==> config.mk <==
export PLATFORM = sky130hd
export DESIGN_NAME = mrc_top
export DESIGN_NICKNAME = d
export VERILOG_FILES = /design/src/verilog/mrc_pkg.sv /design/src/verilog/mrc_if.sv /design/src/verilog/mrc_top.sv /design/src/verilog/mrc_req_out.sv /design/src/verilog/mrc_storage_mem.sv /design/src/verilog/mrc_desc_fsm.sv /design/src/verilog/mrc_desc_fifo.sv
export SDC_FILE = /design/constraint.sdc
export NUM_CORES = 2
export LEC_CHECK = 0
export BUFFER_PORTS_ARGS = -buffer_cell sky130_fd_sc_hd__buf_4
export CORE_MARGIN = 2
export CORE_UTILIZATION = 35
export DETAILED_ROUTE_END_ITERATION = 8
export PLACE_DENSITY = 0.57
export SYNTH_ARGS = -nofsm -noshare
export SYNTH_HDL_FRONTEND = slang
export SYNTH_SLANG_ARGS = --single-unit
==> constraint.sdc <==
create_clock -name clk -period 8.34 [get_ports clk]
set_input_delay 1.668 -clock clk [delete_from_list [all_inputs] [get_ports clk]]
set_output_delay 1.668 -clock clk [all_outputs]
set_load 0.1 [all_outputs]
==> src/verilog/mrc_pkg.sv <==
// memory read controller package with widths, message codes, option types and FSM states
`default_nettype none

package mrc_pkg;

  // ----------------------------------------
  // message control codes
  // ----------------------------------------
  typedef logic [1:0] cntl_t;

  localparam cntl_t cntl_som_eom = 2'd0;
  localparam cntl_t cntl_som     = 2'd1;
  localparam cntl_t cntl_mom     = 2'd2;
  localparam cntl_t cntl_eom     = 2'd3;

  // ----------------------------------------
  // descriptor option tuples
  // ----------------------------------------
  typedef logic [7:0] opt_type_t;
  typedef logic [7:0] opt_value_t;

  localparam int opt_per_inst = 3;

  localparam opt_type_t opt_type_num_lanes = 8'd1;
  localparam opt_type_t opt_type_memory    = 8'd2;
  localparam opt_type_t opt_type_target    = 8'd3;
  localparam opt_type_t opt_type_txfer     = 8'd4;

  // extended pointer spans value, type and value of two tuples
  typedef logic [23:0] sd_ptr_t;

  // ----------------------------------------
  // storage memories and request fields
  // ----------------------------------------
  localparam int sd_depth = 16;
  localparam int cj_depth = 64;

  typedef logic [3:0]  sd_addr_t;
  typedef logic [5:0]  cj_addr_t;
  typedef logic [31:0] dram_addr_t;
  typedef logic [15:0] cons_jump_t;

  // lane count 0 to 32
  typedef logic [5:0]  num_lanes_t;

  // ----------------------------------------
  // descriptor FIFO
  // ----------------------------------------
  localparam int desc_fifo_depth     = 8;
  localparam int desc_fifo_threshold = 6;
  localparam int desc_fifo_ptr_w     = $clog2(desc_fifo_depth);

  typedef enum logic [2:0] {
    st_wait,
    st_extract,
    st_sd_read,
    st_cj_read,
    st_cj_send,
    st_complete,
    st_err
  } mrc_state_t;

endpackage

`default_nettype wire
==> src/verilog/mrc_if.sv <==
// descriptor beat and read request bus interfaces of the memory read controller
`default_nettype none

// one descriptor beat with its option tuples
interface desc_if;
  logic                valid;
  logic                ready;
  mrc_pkg::cntl_t      cntl;
  mrc_pkg::opt_type_t  opt_type  [mrc_pkg::opt_per_inst];
  mrc_pkg::opt_value_t opt_value [mrc_pkg::opt_per_inst];

  modport src (
    output valid,
    output cntl,
    output opt_type,
    output opt_value,
    input  ready
  );

  modport dst (
    input  valid,
    input  cntl,
    input  opt_type,
    input  opt_value,
    output ready
  );
endinterface

// one read request beat per cons/jump entry
interface req_if;
  logic                valid;
  logic                ready;
  mrc_pkg::cntl_t      cntl;
  mrc_pkg::dram_addr_t base_addr;
  mrc_pkg::cons_jump_t cons_jump;
  mrc_pkg::num_lanes_t num_lanes;
  logic                target;
  logic                txfer;

  modport src (
    output valid,
    output cntl,
    output base_addr,
    output cons_jump,
    output num_lanes,
    output target,
    output txfer,
    input  ready
  );

  modport dst (
    input  valid,
    input  cntl,
    input  base_addr,
    input  cons_jump,
    input  num_lanes,
    input  target,
    input  txfer,
    output ready
  );
endinterface

`default_nettype wire

==> src/verilog/mrc_top.sv <==
// memory read controller top level joining input FIFO, FSM, storage memories and output
`default_nettype none

module mrc_top (
  input  logic                clk,
  input  logic                rst,
  // descriptor beats from upstream
  input  logic                in_valid,
  output logic                in_ready,
  input  mrc_pkg::cntl_t      in_cntl,
  input  mrc_pkg::opt_type_t  in_opt_type  [mrc_pkg::opt_per_inst],
  input  mrc_pkg::opt_value_t in_opt_value [mrc_pkg::opt_per_inst],
  // memory load port, used while idle
  input  logic                sd_wr_en,
  input  mrc_pkg::sd_addr_t   sd_wr_addr,
  input  mrc_pkg::dram_addr_t sd_wr_base,
  input  mrc_pkg::cj_addr_t   sd_wr_cj_ptr,
  input  logic                cj_wr_en,
  input  mrc_pkg::cj_addr_t   cj_wr_addr,
  input  mrc_pkg::cntl_t      cj_wr_cntl,
  input  mrc_pkg::cons_jump_t cj_wr_field,
  // read requests to downstream
  output logic                out_valid,
  input  logic                out_ready,
  output mrc_pkg::cntl_t      out_cntl,
  output mrc_pkg::dram_addr_t out_base_addr,
  output mrc_pkg::cons_jump_t out_cons_jump,
  output mrc_pkg::num_lanes_t out_num_lanes,
  output logic                out_target,
  output logic                out_txfer,
  output logic                error
);

  desc_if desc_bus ();
  req_if  req_bus ();

  mrc_pkg::sd_addr_t   sd_rd_addr;
  mrc_pkg::dram_addr_t sd_base;
  mrc_pkg::cj_addr_t   sd_cj_ptr;
  mrc_pkg::cj_addr_t   cj_rd_addr;
  mrc_pkg::cntl_t      cj_cntl;
  mrc_pkg::cons_jump_t cj_field;

  // ----------------------------------------
  // datapath blocks
  // ----------------------------------------
  mrc_desc_fifo u_desc_fifo (
    .clk          (clk),
    .rst          (rst),
    .in_valid     (in_valid),
    .in_cntl      (in_cntl),
    .in_opt_type  (in_opt_type),
    .in_opt_value (in_opt_value),
    .in_ready     (in_ready),
    .desc         (desc_bus.src)
  );

  mrc_desc_fsm u_desc_fsm (
    .clk        (clk),
    .rst        (rst),
    .desc       (desc_bus.dst),
    .req        (req_bus.src),
    .sd_rd_addr (sd_rd_addr),
    .sd_base    (sd_base),
    .sd_cj_ptr  (sd_cj_ptr),
    .cj_rd_addr (cj_rd_addr),
    .cj_cntl    (cj_cntl),
    .cj_field   (cj_field),
    .error      (error)
  );

  mrc_storage_mem u_storage_mem (
    .clk          (clk),
    .sd_wr_en     (sd_wr_en),
    .sd_wr_addr   (sd_wr_addr),
    .sd_wr_base   (sd_wr_base),
    .sd_wr_cj_ptr (sd_wr_cj_ptr),
    .cj_wr_en     (cj_wr_en),
    .cj_wr_addr   (cj_wr_addr),
    .cj_wr_cntl   (cj_wr_cntl),
    .cj_wr_field  (cj_wr_field),
    .sd_rd_addr   (sd_rd_addr),
    .sd_base      (sd_base),
    .sd_cj_ptr    (sd_cj_ptr),
    .cj_rd_addr   (cj_rd_addr),
    .cj_cntl      (cj_cntl),
    .cj_field     (cj_field)
  );

  mrc_req_out u_req_out (
    .clk           (clk),
    .rst           (rst),
    .req           (req_bus.dst),
    .out_valid     (out_valid),
    .out_ready     (out_ready),
    .out_cntl      (out_cntl),
    .out_base_addr (out_base_addr),
    .out_cons_jump (out_cons_jump),
    .out_num_lanes (out_num_lanes),
    .out_target    (out_target),
    .out_txfer     (out_txfer)
  );

endmodule

`default_nettype wire

==> src/verilog/mrc_req_out.sv <==
// read request output side, a two entry skid register on the downstream handshake
`default_nettype none

module mrc_req_out (
  input  logic                clk,
  input  logic                rst,
  req_if.dst                  req,
  output logic                out_valid,
  input  logic                out_ready,
  output mrc_pkg::cntl_t      out_cntl,
  output mrc_pkg::dram_addr_t out_base_addr,
  output mrc_pkg::cons_jump_t out_cons_jump,
  output mrc_pkg::num_lanes_t out_num_lanes,
  output logic                out_target,
  output logic                out_txfer
);

  logic                skid_valid;
  mrc_pkg::cntl_t      skid_cntl;
  mrc_pkg::dram_addr_t skid_base_addr;
  mrc_pkg::cons_jump_t skid_cons_jump;
  mrc_pkg::num_lanes_t skid_num_lanes;
  logic                skid_target;
  logic                skid_txfer;
  logic                load_out;

  // output register can take a new beat
  assign load_out  = out_ready || !out_valid;
  assign req.ready = !skid_valid;

  always_ff @(posedge clk)
  begin
    if (rst)
    begin
      out_valid  <= 1'b0;
      skid_valid <= 1'b0;
    end
    else if (load_out)
    begin
      out_valid  <= skid_valid || req.valid;
      skid_valid <= 1'b0;
    end
    else if (req.valid && req.ready)
      skid_valid <= 1'b1;
  end

  // skid follows the bus while empty
  always_ff @(posedge clk)
  begin
    if (req.ready)
    begin
      skid_cntl      <= req.cntl;
      skid_base_addr <= req.base_addr;
      skid_cons_jump <= req.cons_jump;
      skid_num_lanes <= req.num_lanes;
      skid_target    <= req.target;
      skid_txfer     <= req.txfer;
    end
    if (load_out && skid_valid)
    begin
      out_cntl      <= skid_cntl;
      out_base_addr <= skid_base_addr;
      out_cons_jump <= skid_cons_jump;
      out_num_lanes <= skid_num_lanes;
      out_target    <= skid_target;
      out_txfer     <= skid_txfer;
    end
    else if (load_out)
    begin
      out_cntl      <= req.cntl;
      out_base_addr <= req.base_addr;
      out_cons_jump <= req.cons_jump;
      out_num_lanes <= req.num_lanes;
      out_target    <= req.target;
      out_txfer     <= req.txfer;
    end
  end

endmodule

`default_nettype wire

==> src/verilog/mrc_storage_mem.sv <==
// storage descriptor and cons/jump memories with write ports and registered reads
`default_nettype none

module mrc_storage_mem (
  input  logic                clk,
  input  logic                sd_wr_en,
  input  mrc_pkg::sd_addr_t   sd_wr_addr,
  input  mrc_pkg::dram_addr_t sd_wr_base,
  input  mrc_pkg::cj_addr_t   sd_wr_cj_ptr,
  input  logic                cj_wr_en,
  input  mrc_pkg::cj_addr_t   cj_wr_addr,
  input  mrc_pkg::cntl_t      cj_wr_cntl,
  input  mrc_pkg::cons_jump_t cj_wr_field,
  input  mrc_pkg::sd_addr_t   sd_rd_addr,
  output mrc_pkg::dram_addr_t sd_base,
  output mrc_pkg::cj_addr_t   sd_cj_ptr,
  input  mrc_pkg::cj_addr_t   cj_rd_addr,
  output mrc_pkg::cntl_t      cj_cntl,
  output mrc_pkg::cons_jump_t cj_field
);

  // storage descriptor: main memory base and cons/jump pointer
  mrc_pkg::dram_addr_t sd_base_mem   [mrc_pkg::sd_depth];
  mrc_pkg::cj_addr_t   sd_cj_ptr_mem [mrc_pkg::sd_depth];

  // cons/jump entries, delimited by their control code
  mrc_pkg::cntl_t      cj_cntl_mem  [mrc_pkg::cj_depth];
  mrc_pkg::cons_jump_t cj_field_mem [mrc_pkg::cj_depth];

  // ----------------------------------------
  // storage descriptor memory
  // ----------------------------------------
  always_ff @(posedge clk)
  begin
    if (sd_wr_en)
    begin
      sd_base_mem[sd_wr_addr]   <= sd_wr_base;
      sd_cj_ptr_mem[sd_wr_addr] <= sd_wr_cj_ptr;
    end
    sd_base   <= sd_base_mem[sd_rd_addr];
    sd_cj_ptr <= sd_cj_ptr_mem[sd_rd_addr];
  end

  // ----------------------------------------
  // cons/jump memory
  // ----------------------------------------
  always_ff @(posedge clk)
  begin
    if (cj_wr_en)
    begin
      cj_cntl_mem[cj_wr_addr]  <= cj_wr_cntl;
      cj_field_mem[cj_wr_addr] <= cj_wr_field;
    end
    cj_cntl  <= cj_cntl_mem[cj_rd_addr];
    cj_field <= cj_field_mem[cj_rd_addr];
  end

endmodule

`default_nettype wire

==> src/verilog/mrc_desc_fsm.sv <==
// descriptor FSM that extracts the option fields and walks the cons/jump memory
`default_nettype none

module mrc_desc_fsm (
  input  logic                clk,
  input  logic                rst,
  desc_if.dst                 desc,
  req_if.src                  req,
  output mrc_pkg::sd_addr_t   sd_rd_addr,
  input  mrc_pkg::dram_addr_t sd_base,
  input  mrc_pkg::cj_addr_t   sd_cj_ptr,
  output mrc_pkg::cj_addr_t   cj_rd_addr,
  input  mrc_pkg::cntl_t      cj_cntl,
  input  mrc_pkg::cons_jump_t cj_field,
  output logic                error
);

  mrc_pkg::mrc_state_t state;
  mrc_pkg::mrc_state_t state_next;

  // fields gathered from the option tuples
  mrc_pkg::num_lanes_t num_lanes;
  mrc_pkg::sd_ptr_t    sd_ptr;
  logic                target;
  logic                txfer;

  mrc_pkg::cj_addr_t   cj_addr;
  logic                first_req;
  logic                take;
  logic                cj_last;

  assign desc.ready = (state == mrc_pkg::st_wait) || (state == mrc_pkg::st_extract);
  assign take       = desc.valid && desc.ready;
  assign cj_last    = (cj_cntl == mrc_pkg::cntl_eom) || (cj_cntl == mrc_pkg::cntl_som_eom);
  assign error      = (state == mrc_pkg::st_err);

  // ----------------------------------------
  // state register and transitions
  // ----------------------------------------
  always_ff @(posedge clk)
  begin
    if (rst)
      state <= mrc_pkg::st_wait;
    else
      state <= state_next;
  end

  always_comb
  begin
    state_next = state;
    case (state)
      mrc_pkg::st_wait:
        if (desc.valid)
          state_next = (desc.cntl == mrc_pkg::cntl_som) ? mrc_pkg::st_extract : mrc_pkg::st_err;
      mrc_pkg::st_extract:
        if (desc.valid && (desc.cntl == mrc_pkg::cntl_eom))
          state_next = mrc_pkg::st_sd_read;
      // storage descriptor read latency
      mrc_pkg::st_sd_read:
        state_next = mrc_pkg::st_cj_read;
      mrc_pkg::st_cj_read:
        state_next = mrc_pkg::st_cj_send;
      mrc_pkg::st_cj_send:
        if (req.ready)
          state_next = cj_last ? mrc_pkg::st_complete : mrc_pkg::st_cj_read;
      mrc_pkg::st_complete:
        state_next = mrc_pkg::st_wait;
      // held until reset
      mrc_pkg::st_err:
        state_next = mrc_pkg::st_err;
      default:
        state_next = mrc_pkg::st_wait;
    endcase
  end

  // ----------------------------------------
  // option extraction
  // ----------------------------------------
  // descending loops so the lowest matching tuple lands last
  always_ff @(posedge clk)
  begin
    if (rst || (state == mrc_pkg::st_complete))
    begin
      num_lanes <= '0;
      sd_ptr    <= '0;
      target    <= 1'b0;
      txfer     <= 1'b0;
    end
    else if (take)
    begin
      for (int i = mrc_pkg::opt_per_inst - 1; i >= 0; i--)
      begin
        case (desc.opt_type[i])
          mrc_pkg::opt_type_num_lanes: num_lanes <= mrc_pkg::num_lanes_t'(desc.opt_value[i]);
          mrc_pkg::opt_type_target:    target    <= desc.opt_value[i][0];
          mrc_pkg::opt_type_txfer:     txfer     <= desc.opt_value[i][0];
          default:                     ;
        endcase
      end
      // memory pointer is an extended tuple, so only tuple 0 or 1
      for (int i = mrc_pkg::opt_per_inst - 2; i >= 0; i--)
      begin
        if (desc.opt_type[i] == mrc_pkg::opt_type_memory)
          sd_ptr <= {desc.opt_value[i], desc.opt_type[i+1], desc.opt_value[i+1]};
      end
    end
  end

  // ----------------------------------------
  // cons/jump walk
  // ----------------------------------------
  always_ff @(posedge clk)
  begin
    if (rst)
    begin
      first_req <= 1'b1;
      cj_addr   <= '0;
    end
    else
    begin
      if (state == mrc_pkg::st_sd_read)
        first_req <= 1'b1;
      if ((state == mrc_pkg::st_cj_read) && first_req)
        cj_addr <= sd_cj_ptr;
      if ((state == mrc_pkg::st_cj_send) && req.ready)
      begin
        first_req <= 1'b0;
        cj_addr   <= cj_addr + 1'b1;
      end
    end
  end

  assign sd_rd_addr = sd_ptr[$bits(mrc_pkg::sd_addr_t)-1:0];
  // first entry is addressed straight from the storage descriptor
  assign cj_rd_addr = ((state == mrc_pkg::st_cj_read) && first_req) ? sd_cj_ptr : cj_addr;

  assign req.valid     = (state == mrc_pkg::st_cj_send);
  assign req.cntl      = first_req ? (cj_last ? mrc_pkg::cntl_som_eom : mrc_pkg::cntl_som)
                                   : (cj_last ? mrc_pkg::cntl_eom : mrc_pkg::cntl_mom);
  assign req.base_addr = sd_base;
  assign req.cons_jump = cj_field;
  assign req.num_lanes = num_lanes;
  assign req.target    = target;
  assign req.txfer     = txfer;

endmodule

`default_nettype wire

==> src/verilog/mrc_desc_fifo.sv <==
// descriptor input side: input registers, beat FIFO and a two stage output pipe
`default_nettype none

module mrc_desc_fifo (
  input  logic                clk,
  input  logic                rst,
  input  logic                in_valid,
  input  mrc_pkg::cntl_t      in_cntl,
  input  mrc_pkg::opt_type_t  in_opt_type  [mrc_pkg::opt_per_inst],
  input  mrc_pkg::opt_value_t in_opt_value [mrc_pkg::opt_per_inst],
  output logic                in_ready,
  desc_if.src                 desc
);

  logic                in_valid_d;
  mrc_pkg::cntl_t      in_cntl_d;
  mrc_pkg::opt_type_t  in_type_d  [mrc_pkg::opt_per_inst];
  mrc_pkg::opt_value_t in_value_d [mrc_pkg::opt_per_inst];

  mrc_pkg::cntl_t      mem_cntl  [mrc_pkg::desc_fifo_depth];
  mrc_pkg::opt_type_t  mem_type  [mrc_pkg::desc_fifo_depth][mrc_pkg::opt_per_inst];
  mrc_pkg::opt_value_t mem_value [mrc_pkg::desc_fifo_depth][mrc_pkg::opt_per_inst];

  logic [mrc_pkg::desc_fifo_ptr_w-1:0] wr_ptr;
  logic [mrc_pkg::desc_fifo_ptr_w-1:0] rd_ptr;
  logic [mrc_pkg::desc_fifo_ptr_w:0]   count;

  // FIFO output stage, ahead of the pipe stage on desc
  logic                s1_valid;
  mrc_pkg::cntl_t      s1_cntl;
  mrc_pkg::opt_type_t  s1_type  [mrc_pkg::opt_per_inst];
  mrc_pkg::opt_value_t s1_value [mrc_pkg::opt_per_inst];

  logic fifo_write;
  logic fifo_read;
  logic s1_move;
  logic pipe_move;

  assign fifo_write = in_valid_d && (count != mrc_pkg::desc_fifo_depth);
  // keep both stages charged
  assign pipe_move  = desc.valid && desc.ready;
  assign s1_move    = s1_valid && (!desc.valid || pipe_move);
  assign fifo_read  = (count != '0) && (!s1_valid || s1_move);

  // ----------------------------------------
  // control state
  // ----------------------------------------
  always_ff @(posedge clk)
  begin
    if (rst)
    begin
      in_valid_d <= 1'b0;
      in_ready   <= 1'b0;
      wr_ptr     <= '0;
      rd_ptr     <= '0;
      count      <= '0;
      s1_valid   <= 1'b0;
      desc.valid <= 1'b0;
    end
    else
    begin
      in_valid_d <= in_valid;
      // upstream has two cycles to stop after this drops
      in_ready   <= (count < mrc_pkg::desc_fifo_threshold);
      if (fifo_write)
        wr_ptr <= wr_ptr + 1'b1;
      if (fifo_read)
        rd_ptr <= rd_ptr + 1'b1;
      if (fifo_write && !fifo_read)
        count <= count + 1'b1;
      else if (!fifo_write && fifo_read)
        count <= count - 1'b1;
      if (fifo_read)
        s1_valid <= 1'b1;
      else if (s1_move)
        s1_valid <= 1'b0;
      if (s1_move)
        desc.valid <= 1'b1;
      else if (pipe_move)
        desc.valid <= 1'b0;
    end
  end

  // ----------------------------------------
  // beat payload
  // ----------------------------------------
  always_ff @(posedge clk)
  begin
    in_cntl_d  <= in_cntl;
    in_type_d  <= in_opt_type;
    in_value_d <= in_opt_value;
    if (fifo_write)
    begin
      mem_cntl[wr_ptr]  <= in_cntl_d;
      mem_type[wr_ptr]  <= in_type_d;
      mem_value[wr_ptr] <= in_value_d;
    end
    if (fifo_read)
    begin
      s1_cntl  <= mem_cntl[rd_ptr];
      s1_type  <= mem_type[rd_ptr];
      s1_value <= mem_value[rd_ptr];
    end
    if (s1_move)
    begin
      desc.cntl      <= s1_cntl;
      desc.opt_type  <= s1_type;
      desc.opt_value <= s1_value;
    end
  end

endmodule

`default_nettype wire

==> flow_summary.toml <==
[sta]
rsz0062_at_grt = "no"
max_slew_margin_pct = 12.8
setup_violations = 0
maxSlewViolCount = 0
hold_ws_ns = 0.380
final-hold-violation-count = 0
min_period_ns = 4.98
fin_skew_ns = 0.0696
setup_tns_ns = 0
fin_crit_sh_pct = 59.7
tightest_slew_ns = 1.30
fmax_ghz = 0.201

[logic_synthesis]
synth-compound-area-share_pct = 1.94
synth_top_family_by_area = "multiplexers"
synthMuxAreaShare_pct = 9.30
synth.cell_area_um2 = 91900
synth_cell_types = 60
yosys_warnings = 0
postSynthCellCount = 5245
synthXorXnorAreaFrac_pct = 0.105
synth-seq-area-share_pct = 78.6
ys_seq_elements = 2454
ys.flop_type = "edfxtp_1"
synth_adder_area_share_pct = 0.103
synth_edf_count = 2316
synthArstFlopShare_pct = 0
syn_nets = 5374
postSynthAreaPerCell_um2 = 17.5
yosys.area_share.simple_pct = 8.37

[power_and_ir_drop]
static-leakage-power_nw = 34.2
ir_drop_uv = 355
finalPower_mw = 30.7
p_per_area_nw_per_um2 = 291

[critical_path]
cp.arrival_ns = 5.78
path_common_cell = "nand4_1"
cp-end-kind = "flip-flop"
rr_endpoint = "u_storage_mem.cj_field[10]"
rr_worst_depth = 9
cpPeakStageDelay_ns = 0.91
startpoint_type = "flip-flop"
ff2ff_setup_slack_ns = 3.36
critPathRequiredTime_ns = 9.14
reg2reg_from = "u_desc_fsm.state[1]"
critPathMaxFanout = 146
crit_slowest_cell = "and4b_1"
critPathKind = "flip-flop to flip-flop"
worstPathCellList = "and4b_1 -> mux2_8 -> buf_12 -> buf_4 -> nand2_1 -> nand3_1 -> nand4_1 -> and4_1 -> nand4_1"

[clock_tree]
clock_sinks = 2454
ctsHoldBuffers = 0
ctsResizeCount = 0
clk_path_buf_depth = 3
cts_tree = "yes"
clk_pin_slew_ns = 0.07
ctsHtreeMaxLevel = 4
postCtsSetupRepairBufs = 0
cts_root_buf = "clkbuf_16"
numCtsBuffers = 238
clk_latency_ns = 0.88

[grt]
grt_pass1_vias = 47200
grt_pass1_wl_um = 327000
grt_max_degree = 152
antenna_found_initial = 13
track_usage_pct = 16.7
overflow = 0

[place]
detailedPlacementHpwl_um = 116000
placed_area_um2 = 97600
portBuffers = 176
place_congestion = 0.787

[worst_hold_path]
min_path_cells = 0
min_from = "u_storage_mem.sd_base[30]"
whs_endpoint = "u_req_out.skid_base_addr[30]"
hp-class = "flip-flop to flip-flop"

[cells_and_area]
final_cell_mix = "edfxtp_1 (2316), nand2_1 (1040), nand3_1 (334)"
final_common_cell = "edfxtp_1"
nNetsFinal = 5640
design_area_um2 = 106000
area_growth_pct = 14.8
drive_gt1_share_pct = 19.7

[route]
drtIter0Drc = 4920
vias_per_cell = 5.19
route.detailed.drc = 0
vias = 48000
wl_um = 226000
antenna_left = 0
avgRoutedWirePerCell_um = 24.5
first_pass_iters = 5

[die]
pin_count = 183
dieArea_um2 = 267000
die_y_um = 517
rows = 188
core_area_um2 = 262000
die_x_um = 517
initial_core_util_pct = 35.1

[status]
status = "finished clean"

[run]
timing.max_cap.violations = 0
==> worst max-delay path by stage <==
stage,start,endpoint,slack (ns),cells past startpoint
finish,u_desc_fsm.state[1],u_storage_mem.cj_field[10],3.36,9
global route,u_desc_fsm.state[1],u_storage_mem.cj_field[3],3.05,9
CTS,u_desc_fsm.state[1],u_storage_mem.cj_field[10],3.31,9
detailed placement,u_desc_fsm.state[1],u_storage_mem.cj_field[10],3.30,9
global placement,u_desc_fsm.state[1],u_storage_mem.cj_field[6],3.36,9
floorplan,sd_wr_addr[2],u_storage_mem.sd_base_mem[0][0],3.07,2
==> registers in the layout, summed over array words and instances (netlist names), 16 cells and up <==
name,cells
u_storage_mem.cj_field_mem,1024
u_storage_mem.sd_base_mem,512
u_desc_fifo.mem_type,192
u_desc_fifo.mem_value,144
u_storage_mem.cj_cntl_mem,128
u_storage_mem.sd_cj_ptr_mem,96
u_req_out.out_base_addr,32
u_req_out.skid_base_addr,32
u_storage_mem.sd_base,32
u_desc_fifo.desc.opt_type,24
u_desc_fifo.in_type_d,24
u_desc_fifo.s1_type,24
u_desc_fifo.desc.opt_value,18
u_desc_fifo.in_value_d,18
u_desc_fifo.s1_value,18
u_desc_fifo.mem_cntl,16
u_req_out.out_cons_jump,16
u_req_out.skid_cons_jump,16
u_storage_mem.cj_field,16
==> stage by stage <==
stage          instances  util [%]  setup WS [ns]
2_1_floorplan       5245         -           3.07
3_3_place_gp        8786      37.3           3.36
3_5_place_dp        8786      37.3           3.30
4_1_cts             9240      40.3           3.31
5_1_grt             9241      40.3           3.05
6_report            9245      40.3           3.36
==> logic make-up (layout without fill, tap and decap cells) <==
| group | after synthesis | in the layout |
|---|---|---|
| AOI/OAI and AO/OA | 256 | 256 |
| xor gates and xnor gates | 11 | 11 |
| adders and majority gates | 7 | 7 |
| buffers and inverters | 284 | 764 |
| DFF | 2454 | 2454 |
| muxes | 488 | 488 |
| other | 0 | 5 |
| and+or+nand+nor | 1745 | 1745 |
==> per-layer routing <==
metal  global-route usage (%)  vias to the layer above  part of all wire, %
met3                     2.89                      331                  6.2
met4                     4.78                        8                  2.6
met5                        0                        -                0.021
met1                     23.4                    25100                   44
li1                         -                    21000                    -
met2                     26.6                     1580                   47
==> cell usage after synthesis, types with 3 or more instances <==
master | instances | area (um^2)
xnor2_1 | 5 | 43.8
buf_2 | 117 | 586
nor3_1 | 18 | 90.1
and3_1 | 18 | 113
a211oi_1 | 6 | 45.0
mux4_2 | 278 | 6260
o21ai_0 | 15 | 75.1
inv_1 | 6 | 22.5
xor2_1 | 6 | 52.6
nand4_1 | 128 | 801
clkbuf_1 | 102 | 383
mux2i_4 | 3 | 67.6
mux2_4 | 3 | 45.0
nand3b_1 | 7 | 52.6
or3_1 | 3 | 18.8
nor2b_1 | 8 | 50.1
nor4_1 | 5 | 31.3
or2_2 | 7 | 43.8
nand3_1 | 334 | 1670
and4_1 | 17 | 149
a31oi_1 | 126 | 788
nor2_4 | 3 | 33.8
mux2_2 | 105 | 1180
nand2_1 | 1041 | 3910
ha_1 | 6 | 75.1
dfxtp_1 | 138 | 2760
buf_6 | 12 | 135
nor2_1 | 122 | 458
mux2i_1 | 99 | 991
edfxtp_1 | 2316 | 69500
a2111oi_0 | 3 | 26.3
nand2b_1 | 18 | 113
a32oi_1 | 73 | 639
buf_4 | 26 | 195
a21oi_1 | 21 | 105
buf_1 | 19 | 71.3
==> where the power goes <==
part           switching, mW  internal (mW)
logic                   3.82           1.60
clock network           4.69           6.04
registers              0.396           14.2
total                   8.91           21.8
==> final cells by class <==
cell class	count	area [um^2]
Antenna cell	5	12.5
Clock buffer	305	6350
Clock inverter	149	1520
Fill cell	23600	156000
Inverter	6	23.8
Multi-Input combinational cell	2507	18500
Sequential cell	2454	72300
Tap cell	3515	4400
Timing Repair Buffer	304	2370
==> critical path, delay by kind of cell (launching register included) <==
| family | cells | cell delay (ns) |
|---|---|---|
| AND/OR/NAND/NOR | 6 | 1.97 |
| buffers and inverters | 2 | 1.47 |
| multiplexers | 1 | 0.71 |
| flip-flops | 1 | 0.58 |
Note: power is estimated with default switching activity, not from simulation.
